## src/bpu_pkg.sv

```systemverilog
package bpu_pkg;

    localparam int xlen = 32;

    // bimodal table, indexed by pc[9:1]
    localparam int bht_index_w = 9;
    localparam int bht_entries = 1 << bht_index_w;

    // btb, indexed by pc[9:2], tagged by pc[31:10]
    localparam int btb_index_w = 8;
    localparam int btb_entries = 1 << btb_index_w;
    localparam int btb_tag_w   = xlen - btb_index_w - 2;

    localparam logic [6:0] opc_branch = 7'b1100011;
    localparam logic [6:0] opc_jal    = 7'b1101111;
    localparam logic [6:0] opc_jalr   = 7'b1100111;

    localparam logic [1:0] ctr_reset_value = 2'd1;  // weakly not taken

    // one fetched word, read as b-type or j-type fields
    typedef union packed {
        struct packed {
            logic       imm12;
            logic [5:0] imm10_5;
            logic [4:0] rs2;
            logic [4:0] rs1;
            logic [2:0] funct3;
            logic [3:0] imm4_1;
            logic       imm11;
            logic [6:0] opcode;
        } b;
        struct packed {
            logic       imm20;
            logic [9:0] imm10_1;
            logic       imm11;
            logic [7:0] imm19_12;
            logic [4:0] rd;
            logic [6:0] opcode;
        } j;
    } inst_word_u;

endpackage

```

## src/inst_predecode.sv

```systemverilog
module inst_predecode
    import bpu_pkg::*;
(
    input  logic [xlen-1:0] inst_i,
    output logic            is_branch_o,
    output logic            is_jal_o,
    output logic            is_jalr_o,
    output logic [xlen-1:0] offset_o
);

    inst_word_u      word;
    logic [xlen-1:0] b_imm;
    logic [xlen-1:0] j_imm;

    assign word = inst_word_u'(inst_i);

    // opcode sits at the same place in both views
    assign is_branch_o = (word.b.opcode == opc_branch);
    assign is_jal_o    = (word.j.opcode == opc_jal);
    assign is_jalr_o   = (word.j.opcode == opc_jalr);

    // 13-bit branch offset, sign extended
    assign b_imm = {{(xlen-12){word.b.imm12}},
                    word.b.imm11,
                    word.b.imm10_5,
                    word.b.imm4_1,
                    1'b0};

    // 21-bit jump offset, sign extended
    assign j_imm = {{(xlen-20){word.j.imm20}},
                    word.j.imm19_12,
                    word.j.imm11,
                    word.j.imm10_1,
                    1'b0};

    // jalr has no pc-relative target, so it just gets the b view
    assign offset_o = is_jal_o ? j_imm : b_imm;

endmodule

```

## config.mk

```make
export PLATFORM = sky130hd
export DESIGN_NAME = inst_predecode
export DESIGN_NICKNAME = d
export VERILOG_FILES = /design/src/bpu_pkg.sv /design/src/inst_predecode.sv
export SDC_FILE = /design/constraint.sdc
export NUM_CORES = 1
export LEC_CHECK = 0
export BUFFER_PORTS_ARGS = -buffer_cell sky130_fd_sc_hd__buf_2
export CAP_MARGIN = 25
export CORE_AREA = 4 4 41 43
export DETAILED_ROUTE_END_ITERATION = 8
export DIE_AREA = 0 0 45 47
export PLACE_DENSITY = 0.86
export SLEW_MARGIN = 40
export SYNTH_ARGS = -nofsm -noshare
export SYNTH_HDL_FRONTEND = slang
export SYNTH_SLANG_ARGS = --single-unit
```

## constraint.sdc

```tcl
create_clock -name vclk -period 1.7
set_input_delay 0.255 -clock vclk [all_inputs]
set_output_delay 0.255 -clock vclk [all_outputs]
set_load 0.02 [all_outputs]
```

### Word level (Yosys, flattened, before mapping)

Cells that the tools add are included.

* register bits after elaboration: 0
* input bits: 32
* logic and storage cells: 4

* eq/ne operators: 3
* multiplexer cells: 1

Operators with widths (count)
* $eq 7x7->1 const B: 3
* $mux 20: 1

### Longest topological paths before layout

* word-level depth: 2
* depth in mapped cells: 4

### Least setup slack after synthesis

Ideal clock, no wire load.

* kind: input-to-output
* from: input inst_i[4]
* to: output is_jalr_o
* arrival: 1.263 ns
* data required time: 1.445 ns
* path slack: 0.182 ns
* stages on the path: 3
* path buffers: 0
* cell sequence: nand3b_4 > or2_2 > nor3b_1

* longest elaborated chain between the ends: 1

RTL lines
* start, declared: RTL line inst_predecode.sv:4 `input logic [xlen-1:0] inst_i,`
* $eq 7x7->1: RTL line inst_predecode.sv:20 `assign is_jalr_o = (word.j.opcode == opc_jalr);`
* end, declared: RTL line inst_predecode.sv:7 `output logic is_jalr_o,`

No other way between the ends.

### Final worst setup path

* from: input inst_i[4]
* to: output offset_o[2]

* longest elaborated chain between the ends: 2

RTL lines
* $eq 7x7->1: RTL line inst_predecode.sv:19 `assign is_jal_o = (word.j.opcode == opc_jal);`
* $mux 20: RTL line inst_predecode.sv:37 `assign offset_o = is_jal_o ? j_imm : b_imm;`
* end, declared: RTL line inst_predecode.sv:8 `output logic [xlen-1:0] offset_o`

No other way between the ends.

==> metrics.txt <==
status=completed; Layout Nets=between 100 and 150; most frequent cells in the layout=buf_2, a21o_2, mux2_2; DR vias=392; fillcell total=about 140; FP Rows=13; largest net degree at the start of global routing=14; register area=0 um2; dpl cell area=between 500 and 600 um2; cell accounting for the most synthesized area=buf_4; Starting Density=0.281; PortBufs=54; die footprint=approximately 2100 um2; CP max stage delay=0.37 ns; drc violations=0; Power Density=~270 nW/um2; DRT antenna net count=0; Critical Path AT=approximately 1.3 ns; initial antenna violation count=0; Final period util=0.918; CLK BUF=0; Slew Viols, Final=0; synth unique cells=14; CTS Hold Bufs=0; CP max stage cell=mux2_2; Hold Vio Cnt, Final=0; CP max FO=11; layout cells sized above 1=0.935; Final setup viols=0; Overall Power=about 140 uW; post-synth top area share=0.390; Detailed Route WL=slightly below 1 mm; Sum Neg Setup Slack=0 ns; Setup WS pre-CTS=0.124 ns; Synth area leaders=buf_4, a21o_2, mux2_2, nand3b_4, buf_8; DP HPWL=896 um; Synth warnings=0; Avg WL per Cell=roughly 11 um; maximum vdd ir drop=0.0000736 V; die width=around 45 um; most frequent CP cell=buf_2; core region area=1300 um2; CP endpoint kind=output port; first-pass GRT wire length=~1.5 mm; drt initial violations=0; DR pass1 iterations=1; crit path time final=roughly 1.6 ns; vias per inst=between 4 and 5; Area Growth Syn to Fin=38.0%; Post-CTS Setup Bufs=0; grt total ovfl=0; Ant. Diodes=0; commonest non-fill, non-tap cell in the layout=buf_2; CP startpoint kind=primary input; class of the tightest hold or removal check=in2out; Top Ports=67; Total Routing Usage GR=0.0858; Mapped Area=between 300 and 400 um2; critical path, cell by cell=buf_2 -> nand3b_4 -> nor2_4 -> mux2_2 -> buf_2; CP required=1.44 ns; post-CTS sizing=0; FFs & Latches=0; Synth Instances=42; gpl congestion=0.634; final worst slack=approximately 0.14 ns; Max-Cap Viols=0; unrepaired setup endpoints after global routing=no; post-route design area=roughly 500 um2; footprint of the multi-input gates=just over 200 um2; synthesized area per cell=approximately 8.7 um2; Die Ht=about 47 um; Fmax achieved=0.640 GHz; vias in the first global route=approximately 380; register area share after synthesis=0; CP Class=in2out; Post-Synthesis Net Count=74; P_leak=about 0.00032 uW
-- metal layers --
layer  GRT usage  wire (um)
met5           0          0
met4           0          0
met3      0.0115        192
met2       0.181        474
met1      0.0944        306
-- synth_stat cells --
library cell / instances
buf_4: 19
a21o_2: 8
mux2_2: 4
buf_8: 1
conb_1: 1
mux2_4: 1
nand2_1: 1
nand3b_4: 1
nand4_2: 1
nor2_4: 1
nor3_1: 1
nor3b_1: 1
o21a_1: 1
or2_2: 1
-- critical path: cells and delay by family --
family / cells / cell delay [ns]
simple gates: 2 / 0.43
mux: 1 / 0.37
buf+inv: 2 / 0.26
-- final timing paths --
path,startpoint,to,slack (ns),cells after the start
worst max-delay path,inst_i[4],offset_o[2],0.14,5
worst min-delay path,inst_i[30],offset_o[10],0.51,0
-- kinds of logic (layout without fill, tap and decap cells) --
family / count (synthesis) / in the layout / synth area share
other: 1 / 1 / 0.0103
and+or+nand+nor: 7 / 7 / 0.181
buffers and inverters: 20 / 55 / 0.432
AOI/OAI and AO/OA: 9 / 9 / 0.212
muxes: 5 / 5 / 0.164
-- metrics by stage --
step | hold WS [ns] | utilization | std cells
6_report | 0.510 | 0.388 | 92
5_1_grt | 0.510 | 0.388 | 92
4_1_cts | 0.510 | 0.388 | 92
2_1_floorplan | 0.592 | - | 42
3_3_place_gp | 0.510 | 0.388 | 92
3_5_place_dp | 0.510 | 0.388 | 92
-- final cells by class --
class | instances | area share
Timing Repair Buffer | 55 | 0.551
Multi-Input combinational cell | 22 | 0.412
Tap cell | 15 | 0.0372
-- report_power, final --
part           switching, uW  internal [uW]  total, uW  leakage (uW)
sequential                 0              0          0             0
clock                      0              0          0             0
combinational           77.4           59.9        137      0.000323
No activity file was read; power rests on OpenSTA's default activity.
