## src/bpu_pkg.sv

```systemverilog
package bpu_pkg;

    localparam int xlen = 32;

    // bimodal table, indexed by pc[9:1]
    localparam int bht_index_w = 9;
    localparam int bht_entries = 1 << bht_index_w;

    // btb, indexed by pc[9:2], tagged by pc[31:10]
    localparam int btb_index_w = 8;
    localparam int btb_entries = 1 << btb_index_w;
    localparam int btb_tag_w   = xlen - btb_index_w - 2;

    localparam logic [6:0] opc_branch = 7'b1100011;
    localparam logic [6:0] opc_jal    = 7'b1101111;
    localparam logic [6:0] opc_jalr   = 7'b1100111;

    localparam logic [1:0] ctr_reset_value = 2'd1;  // weakly not taken

    // one fetched word, read as b-type or j-type fields
    typedef union packed {
        struct packed {
            logic       imm12;
            logic [5:0] imm10_5;
            logic [4:0] rs2;
            logic [4:0] rs1;
            logic [2:0] funct3;
            logic [3:0] imm4_1;
            logic       imm11;
            logic [6:0] opcode;
        } b;
        struct packed {
            logic       imm20;
            logic [9:0] imm10_1;
            logic       imm11;
            logic [7:0] imm19_12;
            logic [4:0] rd;
            logic [6:0] opcode;
        } j;
    } inst_word_u;

endpackage

```

## src/next_pc_select.sv

```systemverilog
module next_pc_select
    import bpu_pkg::*;
(
    input  logic [xlen-1:0] pc_i,
    input  logic            is_branch_i,
    input  logic            is_jal_i,
    input  logic            is_jalr_i,
    input  logic [xlen-1:0] offset_i,
    input  logic            predict_taken_i,
    input  logic            btb_hit_i,
    input  logic [xlen-1:0] btb_target_i,
    output logic            branch_or_not_o,
    output logic            pdt_res_o,
    output logic [xlen-1:0] pdt_pc_o
);

    logic [xlen-1:0] pc_plus4;
    logic [xlen-1:0] pc_plus_off;
    logic [xlen-1:0] taken_target;

    assign pc_plus4    = pc_i + xlen'(4);
    assign pc_plus_off = pc_i + offset_i;

    // btb wins over the immediate when it hits
    assign taken_target = btb_hit_i ? btb_target_i : pc_plus_off;

    assign branch_or_not_o = is_branch_i || is_jal_i || is_jalr_i;

    always_comb begin
        pdt_res_o = 1'b0;
        pdt_pc_o  = pc_plus4;  // fall through
        if (is_jal_i) begin
            pdt_res_o = 1'b1;
            pdt_pc_o  = taken_target;
        end else if (is_branch_i) begin
            pdt_res_o = predict_taken_i;
            if (predict_taken_i) begin
                pdt_pc_o = taken_target;
            end
        end else if (is_jalr_i) begin
            // register target unknown here, needs a btb entry
            if (predict_taken_i && btb_hit_i) begin
                pdt_res_o = 1'b1;
                pdt_pc_o  = btb_target_i;
            end
        end
    end

endmodule

```

## config.mk

```make
export PLATFORM = sky130hd
export DESIGN_NAME = next_pc_select
export DESIGN_NICKNAME = d
export VERILOG_FILES = /design/src/bpu_pkg.sv /design/src/next_pc_select.sv
export SDC_FILE = /design/constraint.sdc
export NUM_CORES = 1
export LEC_CHECK = 0
export BUFFER_PORTS_ARGS = -buffer_cell sky130_fd_sc_hd__buf_4
export CAP_MARGIN = 40
export CORE_MARGIN = 2
export CORE_UTILIZATION = 46
export DETAILED_ROUTE_END_ITERATION = 6
export PLACE_DENSITY = 0.81
export SETUP_SLACK_MARGIN = 0.4
export SLEW_MARGIN = 20
export SYNTH_ARGS = -nofsm -noshare
export SYNTH_HDL_FRONTEND = slang
export SYNTH_SLANG_ARGS = --single-unit
```

## constraint.sdc

```tcl
create_clock -name vclk -period 3.3
set_input_delay 0.66 -clock vclk [all_inputs]
set_output_delay 0.66 -clock vclk [all_outputs]
set_load 0.05 [all_outputs]
```

==> impl_metrics.csv, run 1 <==
group,metric,value,unit
status,outcome,"aborted with a tool error",
status,lastStage,"global routing",
status,tool.error,"[ERROR DPL-0038] Utilization greater than 100%, impossible to legalize",
synth,yosys_warnings,0,
placement,hpwl,12000,microns
synth,synth.distinct_cells,67,
synth,synth_seq_area_share,0,%
floorplan,die_w,86.8,microns
grt,grt_max_degree,21,
synth,syn-num-nets,603,
placement,globalplace.congestion,1.01,
cts,hold_buffers,0,
floorplan,rows,30,
placement,pre_cts_slack,-0.372,ns
sta,postGrtWorstEndpoint,"pdt_pc_o[30]",
placement,place.port_buffers,135,
placement,place_area,5570,sq um
synth,mappedNetlistArea,3150,sq um
floorplan,die-height,86.8,microns
sta,worst-ep-kind,"primary output",
synth,syn_inst,469,
floorplan,pin_count,135,
synth,syn_avg_cell_area,6.72,sq um
floorplan,initial_core_util,46.9,%
==> metrics by stage <==
| stage | setup TNS (ns) | hold slack [ns] | util (%) | cells |
|---|---|---|---|---|
| 3_5_place_dp | -3.94 | 1.71 | 83.0 | 762 |
| 3_3_place_gp | -3.37 | 1.70 | 83.0 | 762 |
| 4_1_cts | -1.10 | 1.69 | 95.2 | 781 |
| 2_1_floorplan | -0.481 | 1.43 | - | 469 |
==> cell usage after synthesis (5+ instances only) <==
cell type  count  share of area [%]
a21o_1        18                4.3
a21oi_1       51                8.1
a22oi_1       15                3.6
and3_1         8                1.6
buf_2          5               0.79
clkbuf_1      11                1.3
ha_1          32                 13
inv_1         13                1.5
nand2_1       37                4.4
nand3_1       22                3.5
nand4_1       17                3.4
nor2_1        41                4.9
nor3_1         7                1.1
nor4_1         5               0.99
o211ai_1       5                1.2
o21a_1         5                1.2
o21ai_0       21                3.3
o21ai_1       12                1.9
o21bai_1       5                1.2
o22ai_1        9                1.8
xnor2_1       29                8.1
xor2_1        17                4.7
==> logic make-up after synthesis <==
group / share of synthesized area, %
AO/OA/AOI/OAI: 39.9
XOR/XNOR: 12.8
AND/OR/NAND/NOR: 27.4
adder cells (fa/ha/maj): 13.3
buffers and inverters: 6.55
==> repair_timing <==
| item | 4_1_cts |
|---|---|
| gates resized for setup | 135 |
| endpoints found under the setup margin | 28 |
| setup buffers | 19 |
| pin swaps | 72 |
==> inputs of run 2 (changes only) <==
Settings changed: CORE_UTILIZATION 46 to 40, PLACE_DENSITY 0.81 to default, PLACE_DENSITY_LB_ADDON from default to 0.15, SETUP_SLACK_MARGIN 0.4 to default.
Clock period 3.3 ns to 4.3 ns, I/O delays scaled along.
==> run 2 against run 1 <==
Against the previous run:
- the flow now finishes without violations
- synthesized cell count is the same
- synthesized area is the same
==> impl_metrics.csv, run 2 <==
group,metric,value,unit
floorplan,initial_core_util,41.0,%
cells_and_area,seq_cell_count,0,
grt,track_usage,26.7,%
placement,hpwl,10100,microns
critical_path,crit_top_cell,"buf_4",
pwr,pwr-share-clk,0,%
synth,synth-xor-area-share,12.8,%
placement,place.port_buffers,135,
critical_path,cp_data_arrival_time,3.30,ns
placement,place_area,4250,sq um
cts,cts_resized,0,
drt,dr.pass1.iters,5,
sta,period_needed,4.16,ns
pwr,combPwrFrac,100.0,%
run,maxCapViolCount,0,
sta,tns,0,ns
synth,yosys-top-cells-count,"51 x a21oi_1, 41 x nor2_1, 37 x nand2_1, 32 x ha_1, 29 x xnor2_1",
synth,synth_seq_area_share,0,%
critical_path,cp-end-kind,"output pin",
drt,ant_nets,0,
cells_and_area,final_cell_area,4250,sq um
pwr,vdd_ir_drop_max,104,uV
grt,overflow,0,
cells_and_area,fin_nets,726,
sta,post-route-period-util,96.8,%
drt,vias_per_cell,6.04,
synth,synthAdderAreaFrac,13.3,%
pwr,pwr-share-seq,0,%
sta,setup_violations,0,
pwr,p_int,0.000283,W
synth,syn_inst,469,
min_path,hold_start,"is_jalr_i",
pwr,pwr_density_cell,176,nW/um^2
pwr,switching_share,62.1,%
cells_and_area,stdcell_count,692,
synth,yosys_warnings,0,
cts,hold_buffers,0,
cells_and_area,areaGrowthSynthToFinish,34.9,%
min_path,hold_path_class,"in2out",
synth,synth.distinct_cells,67,
sta,hold_viol,0,
floorplan,core,7690,sq um
synth,syn_avg_cell_area,6.72,sq um
cts,postCtsSetupRepairBufs,0,
synth,syn-num-nets,603,
drt,wirelength,12300,microns
grt,grt_max_degree,21,
critical_path,critPathRequiredTime,3.44,ns
synth,synth_top_family_by_area,"compound AO/OA/AOI/OAI gates",
cells_and_area,n_antenna_cell,0,
drt,vias,4182,
synth,synthMuxAreaShare,0,%
pwr,p_switching,0.000464,W
synth,mappedNetlistArea,3150,sq um
min_path,hold-path-cell-count,3,
floorplan,die-area,8600,sq um
placement,globalplace.congestion,0.946,
critical_path,critPathKind,"in2out",
grt,antenna_found_initial,0,
critical_path,slowest_stage,"fa_1",
synth,synth-compound-area-share,39.9,%
cells_and_area,mostFrequentLayoutCell,"buf_4",
cells_and_area,drive_gt1_share,28.5,%
floorplan,die_w,92.8,microns
pwr,leakage,1.97,nW
cells_and_area,regArea,0,sq um
cells_and_area,num-clock-buffers,0,
synth,synthSimpleGateAreaFrac,27.4,%
critical_path,slowest_delay,0.43,ns
floorplan,rows,32,
synth,synth_top_area_share,12.7,%
floorplan,pin_count,135,
sta,relSlewSlack,54.8,%
min_path,min_to,"branch_or_not_o",
sta,fmax,240,MHz
drt,dr.first_iter.drc_count,194,
critical_path,critPathMaxFanout,6,
drt,route.detailed.drc,0,
placement,dp.cells,692,
drt,wire_per_inst,17.8,microns
cells_and_area,layout_common_cells,"148 x buf_4, 50 x a21oi_1, 41 x nor2_1",
critical_path,crit_chain,"buf_4, ha_1, fa_1, a21oi_2, o211ai_2, a221oi_2, o21a_4, o41ai_4, a21o_1, a311oi_2, buf_4",
grt,grt_pass1_vias,3918,
sta,grt_setup_unrepaired,"no",
pwr,p_total,0.000746,W
synth,synthTopCellsByArea,"ha_1 13%, a21oi_1 8.1%, xnor2_1 8.1%",
synth,yosys.cell_count.top_type,"a21oi_1",
floorplan,die-height,92.8,microns
critical_path,start_kind,"primary input",
synth,yosysTopAreaCell,"ha_1",
grt,grt_pass1_wl,19100,microns
sta,worst_pin_slew,0.678,ns
sta,slew_violations,0,
status,outcome,"finished clean",
run 2: cell counts after synthesis:
No cell type changed its count.
run 2: worst max-delay path, delay by kind of cell:
family	cells	cell delay, ns
buf+inv	2	0.35
fa+ha+maj	2	0.65
compound gates	7	1.43
run 2: through the flow:
stage	utilization [%]	hold slack (ns)	setup slack [ns]
after floorplan	-	2.00	0.00695
after detailed placement	55.3	2.09	0.164
after global routing	55.3	2.10	0.0471
final	55.3	2.09	0.137
after CTS	55.3	2.09	0.157
after global placement	55.3	2.08	0.192
run 2: worst max-delay path by stage:
stage                 start           end  slack, ns  cells after the start
floorplan           pc_i[6]  pdt_pc_o[25]      0.007                      8
global placement    pc_i[0]  pdt_pc_o[30]       0.19                     11
detailed placement  pc_i[0]  pdt_pc_o[30]       0.16                     11
CTS                 pc_i[0]  pdt_pc_o[30]       0.16                     11
global route        pc_i[0]  pdt_pc_o[30]       0.05                     11
finish              pc_i[0]  pdt_pc_o[30]       0.14                     11
run 2: kinds of logic after synthesis:
group / after synthesis
xor gates and xnor gates: 46
adders and majority gates: 33
and+or+nand+nor: 163
AOI/OAI and AO/OA: 186
buffers and inverters: 41
run 2: routing by layer:
metal,GRT usage (%),routed length [microns],share of wire (%)
met5,0,0,0
met1,36.0,5620,46
met3,1.46,739,6.0
met4,3.43,110,0.90
met2,47.9,5820,47
run 2: layout make-up:
type / instances / area, sq um
multi-input combinational: 428 / 2960
timing repair buffer: 148 / 1110
tap: 102 / 128
inverter: 14 / 52.6
fill: 816 / 3440
run 2: power by group through the flow:
stage / sequential [W] / combinational, W / clock [W]
3_3_place_gp: 0 / 0.000733 / 0
6_report: 0 / 0.000746 / 0
4_1_cts: 0 / 0.000741 / 0
5_1_grt: 0 / 0.000801 / 0
3_5_place_dp: 0 / 0.000737 / 0
2_1_floorplan: 0 / 0.000496 / 0
(Power assumes the default switching activity.)
